--- config.mk ---
export PLATFORM = sky130hd
export DESIGN_NAME = wts_sound_top
export DESIGN_NICKNAME = d
export VERILOG_FILES = /design/src/common/wts_pkg.sv /design/src/logic/wts_slot_sequencer.sv /design/src/logic/wts_sound_top.sv /design/src/logic/wts_stereo_mixer.sv /design/src/voice_bank/wts_phase_generator.sv /design/src/voice_bank/wts_voice_bank.sv /design/src/voice_bank/wts_wave_ram.sv
export VERILOG_INCLUDE_DIRS = /design/src /design/src/common
export SDC_FILE = /design/constraint.sdc
export NUM_CORES = 2
export LEC_CHECK = 0
export BUFFER_PORTS_ARGS = -buffer_cell sky130_fd_sc_hd__buf_4
export CORE_UTILIZATION = 42
export DETAILED_ROUTE_END_ITERATION = 10
export HOLD_SLACK_MARGIN = 0.1
export PLACE_DENSITY = 0.68
export SLEW_MARGIN = 20
export SYNTH_ARGS = -nofsm -noshare
export SYNTH_HDL_FRONTEND = slang
export SYNTH_HIERARCHICAL = 1
export SYNTH_SLANG_ARGS = --single-unit
--- constraint.sdc ---
create_clock -name clk -period 4.5 [get_ports clk]
set_input_delay 0.45 -clock clk [delete_from_list [all_inputs] [get_ports clk]]
set_output_delay 0.45 -clock clk [all_outputs]
set_load 0.05 [all_outputs]
--- src/common/wts_consts.svh ---
// wavetable sound mixer constants
// slot timing, channel count, wave depth and word widths
`ifndef WTS_CONSTS_SVH
`define WTS_CONSTS_SVH

// ----------------------------------------
// slot sequencing
// ----------------------------------------
`define WTS_SLOTS       6   // slots per frame
`define WTS_CHANNELS    5   // voice channels per bank
`define WTS_CPU_SLOT    5   // host access to wave memory

// ----------------------------------------
// wave memory and datapath widths
// ----------------------------------------
`define WTS_WAVE_DEPTH  32  // samples per wave
`define WTS_FREQ_W      12  // frame reload width
`define WTS_MIX_W       12  // output word width

`endif

--- src/common/wts_pkg.sv ---
// shared types for the two-bank wavetable sound mixer
`include "wts_consts.svh"

package wts_pkg;

	typedef logic [2:0] slot_t;                                  // slot, also channel index
	typedef logic [$clog2(`WTS_WAVE_DEPTH)-1:0] wave_addr_t;     // phase pointer
	typedef logic [7:0] ram_addr_t;                              // {channel, pointer}
	typedef logic signed [7:0] sample_t;
	typedef logic [3:0] volume_t;
	typedef logic [1:0] pan_t;                                   // [1] left, [0] right
	typedef logic [`WTS_FREQ_W-1:0] freq_t;
	typedef logic [`WTS_MIX_W-1:0] mix_t;

	// per-channel configuration
	typedef struct packed {
		volume_t volume;
		pan_t    pan;
		freq_t   freq;
	} chan_cfg_t;

	// host wave memory access, we/oe are one-cycle strobes
	typedef struct packed {
		logic       we;
		logic       oe;
		logic       bank;
		slot_t      chan;
		wave_addr_t addr;
		sample_t    data;
	} host_req_t;

	// one bank's contribution for a slot
	typedef struct packed {
		logic    valid;
		pan_t    pan;
		sample_t level;
	} voice_t;

endpackage

--- src/logic/wts_slot_sequencer.sv ---
// slot sequencer, six slots per frame
// holds a pending host access until slot 5 and flags read data
`include "wts_consts.svh"

module wts_slot_sequencer (
	input  logic               clk,
	input  logic               nreset,
	input  wts_pkg::host_req_t host_req,
	output wts_pkg::slot_t     slot,
	output wts_pkg::host_req_t access,
	output logic               sram_q_en,
	output logic               q_bank
);

	wts_pkg::host_req_t req_q;   // captured address and data
	logic pend_we;
	logic pend_oe;
	logic strobe;
	logic cpu_slot;

	assign strobe   = host_req.we | host_req.oe;
	assign cpu_slot = (slot == wts_pkg::slot_t'(`WTS_CPU_SLOT));

	// ----------------------------------------
	// slot counter
	// ----------------------------------------
	always_ff @(posedge clk) begin
		if (!nreset) begin
			slot <= '0;
		end else if (slot == wts_pkg::slot_t'(`WTS_SLOTS - 1)) begin
			slot <= '0;
		end else begin
			slot <= slot + 1'b1;
		end
	end

	// ----------------------------------------
	// pending host access
	// ----------------------------------------
	always_ff @(posedge clk) begin
		if (!nreset) begin
			pend_we <= 1'b0;
			pend_oe <= 1'b0;
		end else if (strobe) begin
			pend_we <= host_req.we;
			pend_oe <= host_req.oe;
		end else if (cpu_slot) begin   // access done this slot
			pend_we <= 1'b0;
			pend_oe <= 1'b0;
		end
	end

	always_ff @(posedge clk) begin
		if (strobe) begin
			req_q <= host_req;
		end
	end

	always_comb begin
		access    = req_q;
		access.we = pend_we;
		access.oe = pend_oe;
	end

	// read data valid one cycle after the ram is read
	always_ff @(posedge clk) begin
		if (!nreset) begin
			sram_q_en <= 1'b0;
			q_bank    <= 1'b0;
		end else begin
			sram_q_en <= cpu_slot & pend_oe;
			if (cpu_slot && pend_oe) begin
				q_bank <= req_q.bank;
			end
		end
	end

	// one access in flight at a time
	a_no_overlap: assert property (@(posedge clk) disable iff (!nreset)
		(pend_we | pend_oe) |-> !strobe);

	a_we_oe_excl: assert property (@(posedge clk) disable iff (!nreset)
		!(host_req.we && host_req.oe));

endmodule

--- src/logic/wts_sound_top.sv ---
// two-bank wavetable sound mixer, top level
// sequencer, two voice banks and the stereo mixer
`include "wts_consts.svh"

module wts_sound_top (
	input  logic                                      clk,
	input  logic                                      nreset,
	input  wts_pkg::host_req_t                        host_req,
	input  logic [2*`WTS_CHANNELS-1:0]                key_on,    // bank * 5 + channel
	input  wts_pkg::chan_cfg_t [2*`WTS_CHANNELS-1:0]  cfg,
	output wts_pkg::sample_t                          sram_q,
	output logic                                      sram_q_en,
	output wts_pkg::mix_t                             left_out,
	output wts_pkg::mix_t                             right_out
);

	wts_pkg::slot_t     slot;
	wts_pkg::host_req_t access;
	logic               q_bank;
	wts_pkg::voice_t    voice0;
	wts_pkg::voice_t    voice1;
	wts_pkg::sample_t   rdata0;
	wts_pkg::sample_t   rdata1;

	wts_slot_sequencer u_seq (
		.clk       (clk),
		.nreset    (nreset),
		.host_req  (host_req),
		.slot      (slot),
		.access    (access),
		.sram_q_en (sram_q_en),
		.q_bank    (q_bank)
	);

	wts_voice_bank u_bank0 (
		.clk     (clk),
		.nreset  (nreset),
		.bank_id (1'b0),
		.slot    (slot),
		.access  (access),
		.key_on  (key_on[`WTS_CHANNELS-1:0]),
		.cfg     (cfg[`WTS_CHANNELS-1:0]),
		.voice   (voice0),
		.rdata   (rdata0)
	);

	wts_voice_bank u_bank1 (
		.clk     (clk),
		.nreset  (nreset),
		.bank_id (1'b1),
		.slot    (slot),
		.access  (access),
		.key_on  (key_on[2*`WTS_CHANNELS-1:`WTS_CHANNELS]),
		.cfg     (cfg[2*`WTS_CHANNELS-1:`WTS_CHANNELS]),
		.voice   (voice1),
		.rdata   (rdata1)
	);

	assign sram_q = q_bank ? rdata1 : rdata0;   // bank of the last read

	wts_stereo_mixer u_mixer (
		.clk       (clk),
		.nreset    (nreset),
		.slot      (slot),
		.voice0    (voice0),
		.voice1    (voice1),
		.left_out  (left_out),
		.right_out (right_out)
	);

endmodule

--- src/logic/wts_stereo_mixer.sv ---
// stereo mixer, pan gating of both banks
// accumulates one frame, offset-binary outputs
`include "wts_consts.svh"

module wts_stereo_mixer (
	input  logic            clk,
	input  logic            nreset,
	input  wts_pkg::slot_t  slot,
	input  wts_pkg::voice_t voice0,
	input  wts_pkg::voice_t voice1,
	output wts_pkg::mix_t   left_out,
	output wts_pkg::mix_t   right_out
);

	// last channel reaches the mixer two slots after its address slot
	localparam int LAST_SLOT = (`WTS_CHANNELS + 1) % `WTS_SLOTS;

	wts_pkg::mix_t acc_l;
	wts_pkg::mix_t acc_r;
	wts_pkg::mix_t sum_l;
	wts_pkg::mix_t sum_r;
	logic          frame_end;

	// sign-extend a voice, zero unless valid and panned to this side
	function automatic wts_pkg::mix_t gate(wts_pkg::voice_t v, int side);
		wts_pkg::mix_t ext;
		ext = {{(`WTS_MIX_W - 8){v.level[7]}}, v.level};
		return (v.valid && v.pan[side]) ? ext : '0;
	endfunction

	assign sum_l = acc_l + gate(voice0, 1) + gate(voice1, 1);
	assign sum_r = acc_r + gate(voice0, 0) + gate(voice1, 0);

	assign frame_end = (slot == wts_pkg::slot_t'(LAST_SLOT));

	// ----------------------------------------
	// frame accumulation
	// ----------------------------------------
	always_ff @(posedge clk) begin
		if (!nreset) begin
			acc_l <= '0;
			acc_r <= '0;
		end else if (frame_end) begin
			acc_l <= '0;   // restart for next frame
			acc_r <= '0;
		end else begin
			acc_l <= sum_l;
			acc_r <= sum_r;
		end
	end

	// two's complement to offset binary
	always_ff @(posedge clk) begin
		if (!nreset) begin
			left_out  <= 12'h800;   // silence
			right_out <= 12'h800;
		end else if (frame_end) begin
			left_out  <= {~sum_l[`WTS_MIX_W-1], sum_l[`WTS_MIX_W-2:0]};
			right_out <= {~sum_r[`WTS_MIX_W-1], sum_r[`WTS_MIX_W-2:0]};
		end
	end

endmodule

--- src/voice_bank/wts_phase_generator.sv ---
// phase generator for the five channels of a bank
// frame counters, wave pointers and key-on restart
`include "wts_consts.svh"

module wts_phase_generator (
	input  logic                                clk,
	input  logic                                nreset,
	input  wts_pkg::slot_t                      slot,
	input  logic [`WTS_CHANNELS-1:0]            key_on,
	input  wts_pkg::freq_t [`WTS_CHANNELS-1:0]  freq,
	output wts_pkg::wave_addr_t                 pointer
);

	wts_pkg::wave_addr_t ptr [`WTS_CHANNELS];
	wts_pkg::freq_t cnt [`WTS_CHANNELS];      // frames left until next step
	logic [`WTS_CHANNELS-1:0] key_pend;
	logic [`WTS_CHANNELS-1:0] kick;           // restart requested
	logic [`WTS_CHANNELS-1:0] active;         // channel owns this slot

	always_comb begin
		for (int i = 0; i < `WTS_CHANNELS; i++) begin
			active[i] = (slot == wts_pkg::slot_t'(i));
			kick[i]   = key_pend[i] | key_on[i];
		end
	end

	// ----------------------------------------
	// per-channel state update
	// ----------------------------------------
	always_ff @(posedge clk) begin
		if (!nreset) begin
			key_pend <= '0;
			for (int i = 0; i < `WTS_CHANNELS; i++) begin
				ptr[i] <= '0;
				cnt[i] <= '0;
			end
		end else begin
			for (int i = 0; i < `WTS_CHANNELS; i++) begin
				if (active[i]) begin
					key_pend[i] <= 1'b0;
					if (kick[i]) begin
						ptr[i] <= '0;
						cnt[i] <= freq[i];
					end else if (cnt[i] == '0) begin
						ptr[i] <= ptr[i] + 1'b1;   // wraps at wave end
						cnt[i] <= freq[i];
					end else begin
						cnt[i] <= cnt[i] - 1'b1;
					end
				end else if (key_on[i]) begin
					key_pend[i] <= 1'b1;   // held until the channel slot
				end
			end
		end
	end

	// pointer for the channel of this slot
	always_comb begin
		pointer = '0;
		for (int i = 0; i < `WTS_CHANNELS; i++) begin
			if (active[i]) begin
				pointer = kick[i] ? '0 : ptr[i];
			end
		end
	end

endmodule

--- src/voice_bank/wts_voice_bank.sv ---
// one voice bank with wave ram, phase generator and volume scaling
// slots 0 to 4 play channels and slot 5 serves the host
`include "wts_consts.svh"

module wts_voice_bank (
	input  logic                                  clk,
	input  logic                                  nreset,
	input  logic                                  bank_id,   // tied to 0 or 1 at the top
	input  wts_pkg::slot_t                        slot,
	input  wts_pkg::host_req_t                    access,
	input  logic [`WTS_CHANNELS-1:0]              key_on,
	input  wts_pkg::chan_cfg_t [`WTS_CHANNELS-1:0] cfg,
	output wts_pkg::voice_t                       voice,
	output wts_pkg::sample_t                      rdata
);

	wts_pkg::freq_t [`WTS_CHANNELS-1:0] freq;
	wts_pkg::wave_addr_t pointer;
	wts_pkg::ram_addr_t  ram_addr;
	wts_pkg::sample_t    sample;
	wts_pkg::chan_cfg_t  sel_cfg;
	logic                cpu_slot;
	logic                ram_we;
	logic                s1_valid;   // stage aligned with ram output
	wts_pkg::volume_t    s1_volume;
	wts_pkg::pan_t       s1_pan;
	logic signed [12:0]  product;

	always_comb begin
		for (int i = 0; i < `WTS_CHANNELS; i++) begin
			freq[i] = cfg[i].freq;
		end
	end

	wts_phase_generator u_phase (
		.clk     (clk),
		.nreset  (nreset),
		.slot    (slot),
		.key_on  (key_on),
		.freq    (freq),
		.pointer (pointer)
	);

	// ----------------------------------------
	// ram address and write select
	// ----------------------------------------
	assign cpu_slot = (slot == wts_pkg::slot_t'(`WTS_CPU_SLOT));
	assign ram_addr = cpu_slot ? {access.chan, access.addr} : {slot, pointer};
	assign ram_we   = cpu_slot & access.we & (access.bank == bank_id);

	wts_wave_ram u_ram (
		.clk  (clk),
		.we   (ram_we),
		.addr (ram_addr),
		.d    (access.data),
		.q    (sample)
	);

	assign rdata = sample;

	// ----------------------------------------
	// volume scaling
	// ----------------------------------------
	assign sel_cfg = cpu_slot ? '0 : cfg[slot];

	always_ff @(posedge clk) begin
		s1_volume <= sel_cfg.volume;
		s1_pan    <= sel_cfg.pan;
		if (!nreset) begin
			s1_valid <= 1'b0;
		end else begin
			s1_valid <= ~cpu_slot;
		end
	end

	assign product = sample * $signed({1'b0, s1_volume});

	always_ff @(posedge clk) begin
		voice.pan   <= s1_pan;
		voice.level <= product[11:4];   // sample * volume >>> 4
		if (!nreset) begin
			voice.valid <= 1'b0;
		end else begin
			voice.valid <= s1_valid;
		end
	end

	// host slot result lands in slot 1 and never reaches the mixer
	a_host_slot_silent: assert property (@(posedge clk) disable iff (!nreset)
		(slot == wts_pkg::slot_t'(1)) |-> !voice.valid);

endmodule

--- src/voice_bank/wts_wave_ram.sv ---
// wave memory for one bank
// 5 channels x 32 samples, synchronous read and write
`include "wts_consts.svh"

module wts_wave_ram (
	input  logic               clk,
	input  logic               we,
	input  wts_pkg::ram_addr_t addr,
	input  wts_pkg::sample_t   d,
	output wts_pkg::sample_t   q
);

	localparam int DEPTH = `WTS_CHANNELS * `WTS_WAVE_DEPTH;

	wts_pkg::sample_t mem [DEPTH];

	always_ff @(posedge clk) begin
		if (we && addr < wts_pkg::ram_addr_t'(DEPTH)) begin
			mem[addr] <= d;
		end
		q <= mem[addr];   // read before write
	end

endmodule
== Word level (Yosys, flattened, before mapping) ==
Memory sizes are Yosys's and may differ from the RTL's. A register that Yosys moved wholly into a read port is not among the register bits.
Index checks and enable logic that the tools add are counted.
Storage, ports and cells
  register bits after elaboration: 116
  bits in writable memories: 2730
  input port bits: 211
  output and inout bits: 33
  memories kept: 6
Memories
  u_bank0.u_ram.mem: words 160, bits a word 8, rd ports 1, clocked after memory_dff 1, wr ports 1, RTL line wts_wave_ram.sv:15  | wts_pkg::sample_t mem [DEPTH];
  u_bank1.u_ram.mem: words 160, bits a word 8, rd ports 1, clocked after memory_dff 1, wr ports 1, RTL line wts_wave_ram.sv:15
  u_bank0.u_phase.cnt: words 5, bits a word 12, rd ports 5, clocked after memory_dff 0, wr ports 5, RTL line wts_phase_generator.sv:15  | wts_pkg::freq_t cnt [`WTS_CHANNELS];
  u_bank1.u_phase.cnt: words 5, bits a word 12, rd ports 5, clocked after memory_dff 0, wr ports 5, RTL line wts_phase_generator.sv:15
  u_bank0.u_phase.ptr: words 5, bits a word 5, rd ports 5, clocked after memory_dff 0, wr ports 5, RTL line wts_phase_generator.sv:14  | wts_pkg::wave_addr_t ptr [`WTS_CHANNELS];
  u_bank1.u_phase.ptr: words 5, bits a word 5, rd ports 5, clocked after memory_dff 0, wr ports 5, RTL line wts_phase_generator.sv:14
Cells by class
  muxes and demuxes: 229
  equal/unequal tests: 5
  $lt $le $gt $ge: 3
  $add $sub $neg: 25
  reduce and logical (&&, ||, !) cells: 25
  $mul: 2
  bitwise gates (word level): 70
Operators by type and width (count)
  two-way mux 12 bit: 34
  two-way mux 5 bit: 40
  two-way mux 1 bit: 148
  logical NOT 12 bit: 10
  subtractor 12 x 1 -> 12 bit, second input constant: 10
  binary-select mux 18 bit (select 3 bit): 2
  OR 1 bit: 61
  adder 5 x 1 -> 5 bit, second input constant: 10
  adder 12 bit: 4
  two-way mux 18 bit: 2
  multiplier 8 x 5 -> 12 bit: 2
  two-way mux 8 bit: 3
  less-than comparator 8 bit, second input constant: 2
  OR reduction 2 bit: 6
  logical AND 1 bit: 7
  == test 3 x 2 -> 1 bit, second input constant: 2
  == test 3 bit, second input constant: 2
  NOT 1 bit: 5
  bitwise AND 1 bit: 4
  less-than comparator 3 x 4 -> 1 bit, second input constant: 1
  adder 3 x 1 -> 3 bit, second input constant: 1
  == test 3 x 1 -> 1 bit, second input constant: 1
  logical NOT 3 bit: 1
  nonzero test 2 bit: 1

== Depth between registers and ports, before layout ==
  word-level depth: 12
  depth in mapped cells: 19
  mapped depth without buffers: 12

== By module ==
The synthesis kept the hierarchy.
By module, submodules not included
  wts_wave_ram: cells an instance 2431, area each 50086.8 um^2, seq. area each 38597.0 um^2, instances 2
  wts_phase_generator at u_bank0.u_phase: cells an instance 521, area each 5406.4 um^2, seq. area each 2652.5 um^2, instances 1
  wts_phase_generator at u_bank1.u_phase: cells an instance 513, area each 5357.6 um^2, seq. area each 2652.5 um^2, instances 1
  wts_stereo_mixer: cells an instance 309, area each 2917.8 um^2, seq. area each 960.9 um^2, instances 1
  wts_voice_bank at u_bank0: cells an instance 210, area each 1924.3 um^2, seq. area each 360.3 um^2, instances 1
  wts_voice_bank at u_bank1: cells an instance 209, area each 1915.6 um^2, seq. area each 360.3 um^2, instances 1
  wts_slot_sequencer: cells an instance 49, area each 787.0 um^2, seq. area each 650.6 um^2, instances 1
  wts_sound_top: cells an instance 11, area each 138.9 um^2, seq. area each 0.0 um^2, instances 1

== Worst setup path after synthesis ==
Ideal clock, no wire load.
  path kind: reg-to-reg
  start: register u_seq.req_q (netlist bit u_seq/access[0])
  end: memory u_bank0/u_ram/mem[0][0] (netlist bit) (data pin)
  period minus slack after synthesis: 4.933 ns
  buffers on the path: 0
  data arrival time: 3.961 ns
  cell stages (with the launch flop): 1
  setup time: 0.972 ns
  path slack: -0.433 ns
  data required time: 3.528 ns
  path through: edfxtp_1
RTL lines
  start, declared: RTL line wts_slot_sequencer.sv:15  | wts_pkg::host_req_t req_q;
  start signal, assigned: RTL line wts_slot_sequencer.sv:55  | req_q <= host_req;
  end, declared: RTL line wts_wave_ram.sv:15
Straight into the memory's write port.

== Final worst setup path ==
  start: register u_seq.slot[2]
  end: register u_bank0.u_ram.q[1] (read register of u_bank0.u_ram.mem)
On the way
  cells in the longest elaborated chain, start to end: 7
RTL lines
  start, declared: RTL line wts_slot_sequencer.sv:9  | output wts_pkg::slot_t slot,
  start signal, assigned: RTL line wts_slot_sequencer.sv:33  | slot <= slot + 1'b1;
  logical NOT 3 bit: RTL line wts_phase_generator.sv:22  | active[i] = (slot == wts_pkg::slot_t'(i));
  two-way mux 5 bit (5 in a row): RTL line wts_phase_generator.sv:61  | if (active[i]) begin
  two-way mux 8 bit *: RTL line wts_voice_bank.sv:48  | assign ram_addr = cpu_slot ? {access.chan, access.addr} : {slot, pointer};
  via u_bank0.ram_addr[0]: RTL line wts_voice_bank.sv:19  | wts_pkg::ram_addr_t ram_addr;
  end, declared: RTL line wts_wave_ram.sv:10  | output wts_pkg::sample_t q
Mark *: on every way through the listed nets, which the timed path passes. The rest lies on a longest branch.
A chain may end at the register's enable or synchronous reset.

==> out/metrics.csv <==
metric,value,unit
Crit Path Max Fanout,55,
Top Layer Used,met5,
VDD IR max,0.000467,V
Detailed Route WL,319000,microns
Placed Cells,11000,
Max Cap Viol,0,
crit path kind,reg2reg,
routability congestion estimate,0.903,
post-synthesis instance total,6683,
CTS H-tree depth,5,
Max Slew Vio Count,0,
Antenna Violating Nets Remaining,0,
GRT overflow,0,
worst hold path class,in2reg,
Hold Startpoint,cfg[107],
Non-Filler Instances,11700,
Ys Warns,6,
Clock transition at path regs,60,ps
initial antenna violation count,16,
total track usage,22.2,%
vias in the first global route,68300,
Tcrit/Tclk final,98.4,%
met3 WL post-DR,30200,microns
setup TNS,0,ps
Detailed Place HPWL,209000,microns
Clock Tree Root,clkbuf_16,
area grow syn2layout,18.5,%
Hold WS,181,ps
clock sink total,2864,
row cnt,194,
Worst Path Required,5290,ps
fmax,226,MHz
clock latency on the worst-skew pair,980,ps
setup bufs post-CTS,0,
Starting Density,42.3,%
core area,280000,sq um
crit path capture type,flop,
PnR Total Power,64.8,mW
Syn Area/Cell,17.7,sq um
outcome,"complete, no violations",
CTS tree,done,
skew final,87.4,ps
Post-Syn Area,119000,sq um
Worst slew margin,15.5,%
DRT iter0 DRCs,8339,
final hold vios,0,
layout cell share with drive strength beyond 1,24.9,%
leak pwr,46.2,nW
Die Height,533,microns
final number of setup-violating endpoints,0,
WL/cell,27.3,microns
nets in the synthesized netlist,7030,
met2 wire length,150000,microns
Max Root-Sink Buffers,4,
Port Buffer Count,243,
Remaining DRCs,0,
largest net degree at the start of global routing,223,
Pre-Repair DR Iteration Count,5,
vias per cell,5.83,
worst r2r src,u_seq/slot[2]$_SDFF_PP0_,
I/O Pins,244,
Metal-1 WL,127000,microns
CP arrival,5220,ps
Critical Path Source Type,flop,
CTS buffer count,308,
nets@finish,8068,
Worst Tran Pin Value,1270,ps
Worst Setup SP,u_seq/slot[2]$_SDFF_PP0_,
DIE AREA,285000,sq um
global-route wire length before repair,466000,microns
PwrDens,461,nW/um^2
fin crit period,4430,ps
via count,68100,
die width,533,microns
what timing repair did:
action,4_1_cts,5_1_grt
resized for setup,2,8
setup endpoints to repair,2,21
hold buffers,183,0
endpoints found under the hold margin,181,0
pin swaps,0,0
power breakdown:
| group | switching (mW) | internal [mW] |
|---|---|---|
| registers | 0.603 | 30.0 |
| logic | 5.93 | 4.07 |
| clock network | 10.2 | 14.1 |
| total | 16.7 | 48.1 |
routing by layer:
layer / vias up / global-route usage (%)
met5: - / 0
met4: 10 / 8.22
met3: 576 / 4.89
met2: 3490 / 35.2
met1: 35100 / 30.0
li1: 28900 / -
metrics by stage:
step	cell area, sq um	util (%)	setup slack, ps
after floorplan	119000	-	-433
after global placement	129000	46.0	-284
after detailed placement	129000	46.0	-228
after CTS	140000	50.1	3.28
after global routing	140000	50.2	-24.1
final	141000	50.2	71.4
worst max-delay path, cell delays in order (launching register included):
cell,delay (ps)
dfxtp_2,520
buf_4,340
inv_2,60
or3_1,510
mux2_8,450
buf_12,270
buf_16,380
mux4_2,610
mux4_2,540
a32oi_1,410
o311ai_1,180
state kept, by name, indices dropped and copies added, names as in the netlist, 4 cells and up:
name,count
u_bank0/s1_volume,4
u_bank0/u_phase/cnt,60
u_bank0/u_phase/key_pend,5
u_bank0/u_phase/ptr,25
u_bank0/u_ram/mem,1280
u_bank0/u_ram/q,8
u_bank0/voice,11
u_bank1/s1_volume,4
u_bank1/u_phase/cnt,60
u_bank1/u_phase/key_pend,5
u_bank1/u_phase/ptr,25
u_bank1/u_ram/mem,1280
u_bank1/u_ram/q,8
u_bank1/voice,11
u_mixer/acc_l,12
u_mixer/acc_r,12
u_mixer/left_out,12
u_mixer/right_out,12
u_seq/access,17
layout make-up:
class | count | area [sq um]
timing repair buffer | 1084 | 9350
multi-input combinational | 3337 | 31600
inverter | 126 | 480
fill | 22400 | 140000
tap | 3724 | 4660
clock inverter | 166 | 1450
clock buffer | 365 | 8110
antenna | 14 | 35.0
sequential | 2864 | 84800
cell usage in the layout (no fill, tap or decap), types with 114 or more instances in the layout:
cell type / instances
nand3_1: 132
dlygate4sd3_1: 183
buf_4: 843
inv_1: 117
dfxtp_1: 114
mux4_2: 517
edfxtp_1: 2747
mux2i_1: 377
nand2_1: 239
clkbuf_16: 314
nor2_1: 494
a22oi_1: 202
a21oi_1: 179
path summary, 6_finish.rpt:
path              slack, ps  depth (start not counted)                         endpoint
setup / recovery         70                         10       u_bank0/u_ram/q[1]$_DFF_P_
hold / removal          180                          4  u_bank1/s1_volume[3]$_SDFF_PP0_
setup reg to reg         70                         10       u_bank0/u_ram/q[1]$_DFF_P_
hold reg to reg         330                          0         u_bank0/voice[8]$_DFF_P_
Power figures use the tool's default switching activity.
